### src/profiler_pkg.sv
`default_nettype none

package profiler_pkg;

   localparam int INSN_W      = 32;
   localparam int CNT_W       = 32;
   localparam int SAVED_W     = 6;
   localparam int POS_W       = 5;
   localparam int LAST_POS    = (1 << POS_W) - 1;
   localparam int QUEUE_DEPTH = 4;
   localparam int QPTR_W      = $clog2(QUEUE_DEPTH);
   localparam int CREDIT_W    = 3;

   // Immediates assumed to settle at bit 12
   localparam int IMM_FLIP_POS = 12;

   // Fixed savings in serial cycles
   localparam int LOAD_BYTE_SAVE = 24;
   localparam int LOAD_HALF_SAVE = 16;
   localparam int SET_LESS_SAVE  = 31;
   localparam int FENCE_SAVE     = 32;

   localparam int MIN12_CAP     = 20;
   localparam int GRAN16_THRESH = 15;
   localparam int GRAN16_STEP   = 16;

   typedef enum logic [2:0] {
      CLS_OTHER,
      CLS_LOAD_BYTE,
      CLS_LOAD_HALF,
      CLS_SET_LESS,
      CLS_FENCE,
      CLS_IMM_ALU,
      CLS_REG_ALU
   } instr_class_e;

   // RV32I major opcodes that matter for classification
   typedef enum logic [6:0] {
      OPC_LOAD     = 7'b0000011,
      OPC_MISC_MEM = 7'b0001111,
      OPC_OP_IMM   = 7'b0010011,
      OPC_OP       = 7'b0110011
   } opcode_e;

   typedef struct packed {
      logic cnt_en;
      logic cnt0;
      logic rs1;
      logic rs2;
   } serial_bits_t;

   typedef struct packed {
      logic         valid;
      instr_class_e cls;
   } class_push_t;

   typedef struct packed {
      logic [CNT_W-1:0] cycles;
      logic [CNT_W-1:0] retired;
      logic [CNT_W-1:0] saved_bit;
      logic [CNT_W-1:0] saved_16;
      logic [CNT_W-1:0] saved_min12;
   } prof_counts_t;

endpackage

`default_nettype wire

### src/class_queue.sv
`default_nettype none

module class_queue import profiler_pkg::*; (
   input  wire              clk,
   input  wire              i_rst_n,
   input  wire class_push_t i_push,
   input  wire              i_pop,
   output instr_class_e     o_head,
   output logic             o_empty
);

   instr_class_e        mem [QUEUE_DEPTH];
   logic [QPTR_W-1:0]   wr_ptr;
   logic [QPTR_W-1:0]   rd_ptr;
   logic [CREDIT_W-1:0] count;
   logic                wr_en;
   logic                rd_en;

   function automatic logic [QPTR_W-1:0] next_ptr(input logic [QPTR_W-1:0] ptr);
      return (ptr == QPTR_W'(QUEUE_DEPTH - 1)) ? '0 : ptr + 1'b1;
   endfunction

   assign o_empty = (count == '0);
   assign wr_en   = i_push.valid;
   assign rd_en   = i_pop & ~o_empty;
   assign o_head  = mem[rd_ptr];

   always_ff @(posedge clk or negedge i_rst_n) begin
      if (!i_rst_n) begin
         wr_ptr <= '0;
         rd_ptr <= '0;
         count  <= '0;
      end else begin
         if (wr_en) begin
            wr_ptr <= next_ptr(wr_ptr);
         end
         if (rd_en) begin
            rd_ptr <= next_ptr(rd_ptr);
         end
         // Push and pop together leave the count alone
         count <= count + CREDIT_W'(wr_en) - CREDIT_W'(rd_en);
      end
   end

   always_ff @(posedge clk) begin
      if (wr_en) begin
         mem[wr_ptr] <= i_push.cls;
      end
   end

endmodule

`default_nettype wire

### src/insn_classifier.sv
`default_nettype none

module insn_classifier import profiler_pkg::*; (
   input  wire              clk,
   input  wire              i_rst_n,
   input  wire              i_ibus_ack,
   input  wire [INSN_W-1:0] i_ibus_rdt,
   input  wire              i_credit_return,
   output class_push_t      o_push,
   output logic             o_fetch_ready,
   output logic [CNT_W-1:0] o_dropped
);

   logic [CREDIT_W-1:0] credits;
   logic                take;
   logic                push_valid;
   instr_class_e        push_cls;
   instr_class_e        fetch_cls;

   function automatic instr_class_e classify(input logic [INSN_W-1:0] insn);
      opcode_e      opc;
      logic [2:0]   funct3;
      logic [6:0]   funct7;
      instr_class_e cls;
      opc    = opcode_e'(insn[6:0]);
      funct3 = insn[14:12];
      funct7 = insn[31:25];
      cls    = CLS_OTHER;
      case (opc)
         OPC_LOAD: begin
            case (funct3)
               3'b000, 3'b100: cls = CLS_LOAD_BYTE;
               3'b001, 3'b101: cls = CLS_LOAD_HALF;
               default:        cls = CLS_OTHER;
            endcase
         end
         OPC_OP_IMM: begin
            // Shifts stay in the default class
            case (funct3)
               3'b000, 3'b100, 3'b110, 3'b111: cls = CLS_IMM_ALU;
               3'b010, 3'b011:                 cls = CLS_SET_LESS;
               default:                        cls = CLS_OTHER;
            endcase
         end
         OPC_OP: begin
            case (funct3)
               3'b000: begin
                  if (funct7 == 7'b0000000 || funct7 == 7'b0100000) begin
                     cls = CLS_REG_ALU;
                  end
               end
               3'b100, 3'b110, 3'b111: begin
                  if (funct7 == 7'b0000000) begin
                     cls = CLS_REG_ALU;
                  end
               end
               3'b010, 3'b011: begin
                  if (funct7 == 7'b0000000) begin
                     cls = CLS_SET_LESS;
                  end
               end
               default: cls = CLS_OTHER;
            endcase
         end
         OPC_MISC_MEM: begin
            if (funct3 == 3'b000) begin
               cls = CLS_FENCE;
            end
         end
         default: cls = CLS_OTHER;
      endcase
      return cls;
   endfunction

   assign fetch_cls     = classify(i_ibus_rdt);
   assign o_fetch_ready = (credits != '0);
   assign take          = i_ibus_ack & o_fetch_ready;
   assign o_push        = '{valid: push_valid, cls: push_cls};

   // One credit per free queue entry
   always_ff @(posedge clk or negedge i_rst_n) begin
      if (!i_rst_n) begin
         credits    <= CREDIT_W'(QUEUE_DEPTH);
         push_valid <= 1'b0;
         o_dropped  <= '0;
      end else begin
         credits    <= credits + CREDIT_W'(i_credit_return) - CREDIT_W'(take);
         push_valid <= take;
         if (i_ibus_ack && !o_fetch_ready) begin
            o_dropped <= o_dropped + 1'b1;
         end
      end
   end

   always_ff @(posedge clk) begin
      if (take) begin
         push_cls <= fetch_cls;
      end
   end

endmodule

`default_nettype wire

### src/savings_accumulator.sv
`default_nettype none

module savings_accumulator import profiler_pkg::*; (
   input  wire               clk,
   input  wire               i_rst_n,
   input  wire serial_bits_t i_serial,
   input  wire               i_retire,
   input  wire instr_class_e i_head,
   input  wire               i_empty,
   output logic              o_pop,
   output logic              o_credit_return,
   output prof_counts_t      o_counts,
   output logic              o_underrun
);

   logic [POS_W-1:0]   bit_pos;
   logic [POS_W-1:0]   flip_rs1;
   logic [POS_W-1:0]   flip_rs2;
   logic               prev_rs1;
   logic               prev_rs2;
   logic [SAVED_W-1:0] saved;
   logic [SAVED_W-1:0] saved_min12;
   logic [SAVED_W-1:0] saved_16;

   function automatic logic [POS_W-1:0] max_pos(input logic [POS_W-1:0] a,
                                                 input logic [POS_W-1:0] b);
      return (a > b) ? a : b;
   endfunction

   assign o_pop           = i_retire & ~i_empty;
   assign o_credit_return = o_pop;

   // Cycles an early-terminating datapath would skip
   always_comb begin
      saved = '0;
      if (o_pop) begin
         case (i_head)
            CLS_LOAD_BYTE: saved = SAVED_W'(LOAD_BYTE_SAVE);
            CLS_LOAD_HALF: saved = SAVED_W'(LOAD_HALF_SAVE);
            CLS_SET_LESS:  saved = SAVED_W'(SET_LESS_SAVE);
            CLS_FENCE:     saved = SAVED_W'(FENCE_SAVE);
            CLS_IMM_ALU: begin
               saved = SAVED_W'(LAST_POS)
                     - SAVED_W'(max_pos(flip_rs1, POS_W'(IMM_FLIP_POS)));
            end
            CLS_REG_ALU: begin
               saved = SAVED_W'(LAST_POS) - SAVED_W'(max_pos(flip_rs1, flip_rs2));
            end
            default:       saved = '0;
         endcase
      end
   end

   assign saved_min12 = (saved > SAVED_W'(MIN12_CAP)) ? SAVED_W'(MIN12_CAP) : saved;
   assign saved_16    = (saved > SAVED_W'(GRAN16_THRESH)) ? SAVED_W'(GRAN16_STEP) : '0;

   // Last bit position where each operand stream toggled
   always_ff @(posedge clk or negedge i_rst_n) begin
      if (!i_rst_n) begin
         bit_pos  <= '0;
         flip_rs1 <= '0;
         flip_rs2 <= '0;
         prev_rs1 <= 1'b0;
         prev_rs2 <= 1'b0;
      end else if (i_serial.cnt_en) begin
         bit_pos <= bit_pos + 1'b1;
         if (i_serial.cnt0) begin
            prev_rs1 <= i_serial.rs1;
            prev_rs2 <= i_serial.rs2;
            flip_rs1 <= '0;
            flip_rs2 <= '0;
         end else begin
            if (i_serial.rs1 != prev_rs1) begin
               flip_rs1 <= bit_pos;
               prev_rs1 <= i_serial.rs1;
            end
            if (i_serial.rs2 != prev_rs2) begin
               flip_rs2 <= bit_pos;
               prev_rs2 <= i_serial.rs2;
            end
         end
      end
   end

   always_ff @(posedge clk or negedge i_rst_n) begin
      if (!i_rst_n) begin
         o_counts   <= '0;
         o_underrun <= 1'b0;
      end else begin
         o_counts.cycles <= o_counts.cycles + 1'b1;
         if (i_retire) begin
            o_counts.retired     <= o_counts.retired + 1'b1;
            o_counts.saved_bit   <= o_counts.saved_bit + CNT_W'(saved);
            o_counts.saved_16    <= o_counts.saved_16 + CNT_W'(saved_16);
            o_counts.saved_min12 <= o_counts.saved_min12 + CNT_W'(saved_min12);
            // Sticky flag for a retire without a fetched class
            if (i_empty) begin
               o_underrun <= 1'b1;
            end
         end
      end
   end

endmodule

`default_nettype wire

### src/serial_profiler.sv
`default_nettype none

module serial_profiler import profiler_pkg::*; (
   input  wire               clk,
   input  wire               i_rst_n,
   input  wire               i_ibus_ack,
   input  wire [INSN_W-1:0]  i_ibus_rdt,
   input  wire serial_bits_t i_serial,
   input  wire               i_retire,
   output logic              o_fetch_ready,
   output logic [CNT_W-1:0]  o_dropped,
   output prof_counts_t      o_counts,
   output logic              o_underrun
);

   class_push_t  push;
   instr_class_e head;
   logic         empty;
   logic         pop;
   logic         credit_return;

   insn_classifier u_classifier (
      .clk             (clk),
      .i_rst_n         (i_rst_n),
      .i_ibus_ack      (i_ibus_ack),
      .i_ibus_rdt      (i_ibus_rdt),
      .i_credit_return (credit_return),
      .o_push          (push),
      .o_fetch_ready   (o_fetch_ready),
      .o_dropped       (o_dropped)
   );

   class_queue u_queue (
      .clk     (clk),
      .i_rst_n (i_rst_n),
      .i_push  (push),
      .i_pop   (pop),
      .o_head  (head),
      .o_empty (empty)
   );

   // Pops at retire and hands the credit back
   savings_accumulator u_accum (
      .clk             (clk),
      .i_rst_n         (i_rst_n),
      .i_serial        (i_serial),
      .i_retire        (i_retire),
      .i_head          (head),
      .i_empty         (empty),
      .o_pop           (pop),
      .o_credit_return (credit_return),
      .o_counts        (o_counts),
      .o_underrun      (o_underrun)
   );

endmodule

`default_nettype wire

### config.mk
export PLATFORM = sky130hd
export DESIGN_NAME = serial_profiler
export DESIGN_NICKNAME = d
export VERILOG_FILES = /design/src/profiler_pkg.sv /design/src/class_queue.sv /design/src/insn_classifier.sv /design/src/savings_accumulator.sv /design/src/serial_profiler.sv
export SDC_FILE = /design/constraint.sdc
export NUM_CORES = 1
export LEC_CHECK = 0
export ABC_CLOCK_PERIOD_IN_PS = 3600
export BUFFER_PORTS_ARGS = -buffer_cell sky130_fd_sc_hd__buf_4
export CORE_AREA = 2 2 153 155
export DETAILED_ROUTE_END_ITERATION = 6
export DIE_AREA = 0 0 155 157
export GPL_TIMING_DRIVEN = 1
export PLACE_DENSITY_LB_ADDON = 0.1
export SLEW_MARGIN = 10
export SYNTH_ARGS = -nofsm -noshare
export SYNTH_HDL_FRONTEND = slang
export SYNTH_SLANG_ARGS = --single-unit
### constraint.sdc
create_clock -name clk -period 3.6 [get_ports clk]
set_input_delay 0.72 -clock clk [delete_from_list [all_inputs] [get_ports clk]]
set_output_delay 0.72 -clock clk [all_outputs]
set_load 0.1 [all_outputs]
-- Yosys cells after proc, flatten, opt, wreduce, memory -nomap -nowiden
Memory sizes are Yosys's and may differ from the RTL's.
Index checks and enable logic that the tools add are counted.
- reductions and logical operators: 17
- equal/unequal tests: 22
- $add $sub $neg: 15
- $lt $le $gt $ge: 4
- mux-type cells: 26
- bitwise logic cells: 4
- operator list (operator ; number):
    adder 32 x 1 -> 32 bit, second input constant ; 3
    adder 32 x 6 -> 32 bit ; 3
    one-hot mux 6 bit (6 select lines) ; 1
    2-to-1 mux 5 bit ; 7
    == test 3 bit, second input constant ; 7
    == test 7 x 6 -> 1 bit, second input constant ; 2
    == test 3 x 2 -> 1 bit, second input constant ; 4
    2-to-1 mux 6 bit ; 2
    one-hot mux 3 bit (4 select lines) ; 1
    subtractor 5 x 5 -> 6 bit, first input constant ; 2
    2-to-1 mux 3 bit ; 3
    one-hot mux 3 bit (3 select lines) ; 1
    == test 7 x 2 -> 1 bit, second input constant ; 1
    == test 7 x 4 -> 1 bit, second input constant ; 1
    == test 7 x 5 -> 1 bit, second input constant ; 1
    logical NOT 7 bit ; 1
    adder 3 x 1 -> 3 bit ; 2
    == test 3 x 1 -> 1 bit, second input constant ; 2
    > comparator 6 x 4 -> 1 bit, second input constant ; 1
    > comparator 6 x 5 -> 1 bit, second input constant ; 1
    logical NOT 3 bit ; 2
    2-to-1 mux 1 bit ; 6
    2-to-1 mux 2 bit ; 3
    one-hot mux 3 bit (2 select lines) ; 1
    other kinds (19) ; 30
- register bits: 224
- input bits: 40
- memory bits (writable): 12
- memories: 1
- logic and storage cells: 107
- memory list (memory ; depth ; bits a word ; read ports ; clocked after memory_dff ; write ports ; line ; source):
    u_queue.mem ; 4 ; 3 ; 1 ; 0 ; 1 ; class_queue.sv:12 ; instr_class_e mem [QUEUE_DEPTH];

-- Logic depth before layout (Yosys ltp)
- word-level depth: 8
- gate-level depth with buffers: 18

-- Hierarchy
From an unflattened synthesis, not the netlist that was laid out.
- cells, all modules: 993
- area total of the unflattened synthesis: 11195.7 µm²
- by module, submodules not included (module ; sequential area each (µm²) ; cells each ; times used ; area an instance (µm²)):
    savings_accumulator ; 4354.2 ; 757 ; 1 ; 8318.0
    insn_classifier ; 992.2 ; 184 ; 1 ; 2011.9
    class_queue ; 535.5 ; 52 ; 1 ; 865.8

-- Least setup slack after synthesis
No wires, ideal clock.
- kind: reg-to-reg
- from: register u_accum.flip_rs1[2]
- to: register u_accum.o_counts[24] (netlist name)
- buffers on the path: 1
- setup slack: -0.153 ns
- library setup time: 0.163 ns
- arrival: 3.590 ns
- cell stages (with the launch flop): 18
- clock period less this slack: 3.753 ns
- cell sequence: dfrtp_1 -> ha_1 -> nand4_1 -> o221ai_1 -> nand3_1 -> a32oi_2 -> a211oi_2 -> nor3_1 -> ha_1 -> inv_1 -> fa_1 -> nor2b_1 -> o21ai_0 -> a21boi_0 -> o21ai_0 -> clkbuf_1 -> a211oi_1 -> xor2_1
- word-level cells in the longest chain between the ends: 8
- elaborated cells on any way between the ends: 11
- ends and longest elaborated chain (element ; line ; source):
    from (decl) ; savings_accumulator.sv:17 ; logic [POS_W-1:0] flip_rs1;
    from (signal assigned) ; savings_accumulator.sv:74 ; flip_rs1 <= bit_pos;
    > comparator 5 bit / > comparator 5 x 4 -> 1 bit (equally long branches) ; savings_accumulator.sv:27 ; return (a > b) ? a : b;
    2-to-1 mux 5 bit ; savings_accumulator.sv:27 ;
    subtractor 5 x 5 -> 6 bit (on tied branches) ; savings_accumulator.sv:47, savings_accumulator.sv:44 ;
    one-hot mux 6 bit (6 select lines) * ; savings_accumulator.sv:37 ; case (i_head)
    2-to-1 mux 6 bit * ; savings_accumulator.sv:36 ; if (o_pop) begin
    > comparator 6 x 5 -> 1 bit ; savings_accumulator.sv:54 ; assign saved_min12 = (saved > SAVED_W'(MIN12_CAP)) ? SAVED_W'(MIN12_CAP) : saved;
    2-to-1 mux 6 bit * ; savings_accumulator.sv:54 ;
    adder 32 x 6 -> 32 bit * ; savings_accumulator.sv:95 ; o_counts.saved_min12 <= o_counts.saved_min12 + CNT_W'(saved_min12);
Mark *: on every way between the ends. The rest lies on a longest branch, timed or not.
A chain may end at the register's enable or synchronous reset.

-- Final worst setup path
- from: register u_accum.flip_rs2[4]
- to: register u_accum.o_counts[14] (netlist name)
- word-level cells in the longest chain between the ends: 8
- ends and longest elaborated chain (element ; line ; source):
    from (decl) ; savings_accumulator.sv:18 ; logic [POS_W-1:0] flip_rs2;
    from (signal assigned) ; savings_accumulator.sv:78 ; flip_rs2 <= bit_pos;
    > comparator 5 bit ; savings_accumulator.sv:27 ;
    2-to-1 mux 5 bit * ; savings_accumulator.sv:27 ;
    subtractor 5 x 5 -> 6 bit * ; savings_accumulator.sv:47 ; saved = SAVED_W'(LAST_POS) - SAVED_W'(max_pos(flip_rs1, flip_rs2));
    one-hot mux 6 bit (6 select lines) * ; savings_accumulator.sv:37 ;
    2-to-1 mux 6 bit * ; savings_accumulator.sv:36 ;
    > comparator 6 x 5 -> 1 bit ; savings_accumulator.sv:54 ;
    2-to-1 mux 6 bit * ; savings_accumulator.sv:54 ;
    adder 32 x 6 -> 32 bit * ; savings_accumulator.sv:95 ;
Marks and branches as above.

==> results.toml <==
[synthesis]
ys_ff_latch = 232
synth_cell_type_count = 68
avgSynthCellArea_um2 = 11.3
synthArstFlopShare_pct = 93.5
synth-edff-count = 15
synth_top_area_share_pct = 48.3
synth-main-ff-cell = "dfrtp_1"
synth_area_mm2 = 0.0112
synth_common_cells = "dfrtp_1 (216), xnor2_1 (121), nand2_1 (87)"
synth.largest_area_cell = "dfrtp_1"
synthTopCellsByArea = "dfrtp_1 (48%), xnor2_1 (9.5%), xor2_1 (5.1%)"
synth_most_common_cell = "dfrtp_1"
synthCells = 994
ys_seq_area_share_pct = 52.6
ys_warn_count = 0

[cts]
cts-root-buf = "clkbuf_16"
htreeDepth = 1
clk_pin_slew_ns = 0.06
insertion_delay_ns = 0.52
cts_tree = "done"
cts_hold_buffers = 0
cts.path.max_buffers = 3
clock_sinks = 232
numCtsBuffers = 26

[global_route]
gr-total-overflow = 0
grt_max_degree = 76
grt_pass1_wl_mm = 41.0
track_usage_pct = 20.4
grt_antenna_before_repair = 1
grt_pass1_vias = 8249

[routing]
dr.pass1.iters = 6
drtIter0Drc = 324
vias_per_cell = 5.24
wire_per_inst_um = 16.0
ant_nets = 0
drc = 0
routed-via-count = 8275
wirelength_mm = 25.2

[setup_path]
worstPathCellList = "inv_2 -> ha_4 -> nand4_1 -> o221ai_4 -> nand3_2 -> a32oi_2 -> a211oi_2 -> nor3_2 -> ha_2 -> inv_2 -> fa_2 -> nor2b_2 -> o21ai_2 -> a21boi_2 -> o21ai_2 -> buf_6 -> a211oi_4 -> xor2_1"
critPathMaxFanout = 7
cp.required_ns = 4.05
cp-end-kind = "register"
slowest_stage = "dfrtp_1"
critPathMaxStageDelay_ns = 0.37
arrival_ns = 4.09
start_kind = "register"
path_class = "reg -> reg"

[die]
coreArea_mm2 = 0.0225
ios = 234
row_count = 55
die-area_mm2 = 0.0243
initial_core_util_pct = 49.7
die_w_um = 155
die_h_um = 157

[sta]
hold_violations = 0
period_minus_slack_ns = 3.65
grt_setup_unrepaired = "true"
fin_skew_ns = 0.0202
tightestPinTransition_ns = 0.810
post-route-period-util_pct = 101
fin_ws_ns = -0.0487
relSlewSlack_pct = 45.8
setup_violations = 5
slew_viol_final = 0
max_freq_ghz = 0.274

[final_layout]
postLayoutCoreUtil_pct = 65.7
fill_cells = 1778
multiInputGateArea_mm2 = 0.00547
area_growth_pct = 32.2
ff_latch_area_mm2 = 0.00588
diodes = 0
final_cell_area_mm2 = 0.0148
drive_gt1_share_pct = 33.1
stdcell_count = 1579
fin_nets = 1353

[pwr]
power_mw = 11.0
p_per_area_mw_per_mm2 = 746
p_leak_nw = 7.10
peakVddDrop_mv = 0.422

[place]
gp_congestion = 0.801
portBuffers = 214
pre_cts_ws_ns = -0.254
dp.cells = 1525
place_area_mm2 = 0.0135
dpl.hpwl_mm = 17.6

[status]
status = "finished with violations"
violations = "negative setup slack"

[job]
cap_violations = 0

[min_path]
hold_path.class = "in -> async"
## area by class of cell
cell class                      count  area share [%]
Sequential cell                   232            39.8
Clock inverter                      4           0.338
Inverter                           45            1.14
Tap cell                          285            2.41
Multi-Input combinational cell    700            36.9
Timing Repair Buffer              272            14.2
Clock buffer                       41            5.19
## routing by layer
metal / GRT usage (%) / part of all wire [%] / vias up
li1: - / - / 4022
met4: 4.23 / 1.6 / 2
met3: 4.74 / 6.1 / 30
met2: 33.9 / 48 / 184
met5: 0 / 0.052 / -
met1: 27.5 / 45 / 4037
## cells in the final DEF (no fill, tap or decap), drive strengths merged, types with 4 or more instances in the layout
master,count
conb,5
xor2,65
edfxtp,15
nor3b,6
nor2,48
ha,32
a31oi,5
nand3,59
dfrtp,216
nand4,36
inv,45
clkbuf,41
a211oi,16
fa,4
o21ai,21
o211ai,4
mux2,26
a21oi,13
and4,14
nor4b,5
nand2b,4
nor4,8
buf,272
and2,14
and3,32
nor2b,10
a21o,6
xnor2,121
nor3,26
nand2,87
## path summary, 6_finish.rpt
| kind | from | end | slack (ns) | cells after the start |
|---|---|---|---|---|
| setup / recovery | u_accum.flip_rs2[4] | u_accum.o_counts[14] | -0.05 | 18 |
| hold / removal | i_rst_n | u_accum.o_counts[91] | 0.19 | 1 |
| setup reg to reg | u_accum.flip_rs2[4] | u_accum.o_counts[14] | -0.05 | 18 |
| hold reg to reg | u_accum.o_underrun | u_accum.o_underrun | 0.46 | 1 |
| max in group asynchronous | i_rst_n | u_accum.o_counts[63] | 2.59 | 2 |
| min in group clk | i_serial[0] | u_accum.prev_rs2 | 0.46 | 2 |
## report_power, final
group,internal (mW),switching [mW],total [mW]
clock,1.52,1.01,2.54
combinational,1.83,3.24,5.07
sequential,3.03,0.395,3.43
total,6.38,4.65,11.0
## stage by stage
| stage | TNS (ns) | hold slack [ns] |
|---|---|---|
| after floorplan | 0 | 0.424 |
| after global placement | -2.09 | 0.445 |
| after detailed placement | -3.90 | 0.448 |
| after CTS | -0.196 | 0.195 |
| after global routing | -3.95 | 0.220 |
| final | -0.114 | 0.186 |
## registers in the layout, indices dropped and copies added (netlist names), 2 cells and up
| name | cells |
|---|---|
| u_classifier.o_dropped | 32 |
| u_classifier.credits | 3 |
| u_classifier.push_cls | 3 |
| u_queue.wr_ptr | 2 |
| u_accum.o_counts | 156 |
| u_accum.flip_rs1 | 5 |
| u_queue.count | 3 |
| u_accum.bit_pos | 5 |
| u_accum.flip_rs2 | 5 |
| u_queue.mem | 12 |
| u_queue.rd_ptr | 2 |
## worst max-delay path: cells and delay by family (launching register included)
kind	cells	cell delay [ns]
AOI/OAI and AO/OA	7	1.34
xor gates and xnor gates	1	0.16
adders and majority gates	3	0.83
buffers and inverters	3	0.27
DFF	1	0.37
and+or+nand+nor	4	0.60
## cell families (layout without fill, tap and decap cells)
kind of cell	count (synthesis)	in the layout	share of synthesized area, %
buffers and inverters	66	362	2.47
flip-flops	232	232	52.6
adder cells (fa/ha/maj)	36	36	4.29
multiplexers	30	30	3.31
AND/OR/NAND/NOR	355	355	17.2
AO/OA/AOI/OAI	88	88	5.58
XOR/XNOR	186	186	14.6
other	1	5	0.0335
## what timing repair did
action	in CTS	in global routing
setup endpoints to repair	42	59
setup buffers	1	8
cloned	1	0
pin swaps	13	40
gates resized for setup	35	66
Power figures use the tool's default switching activity.
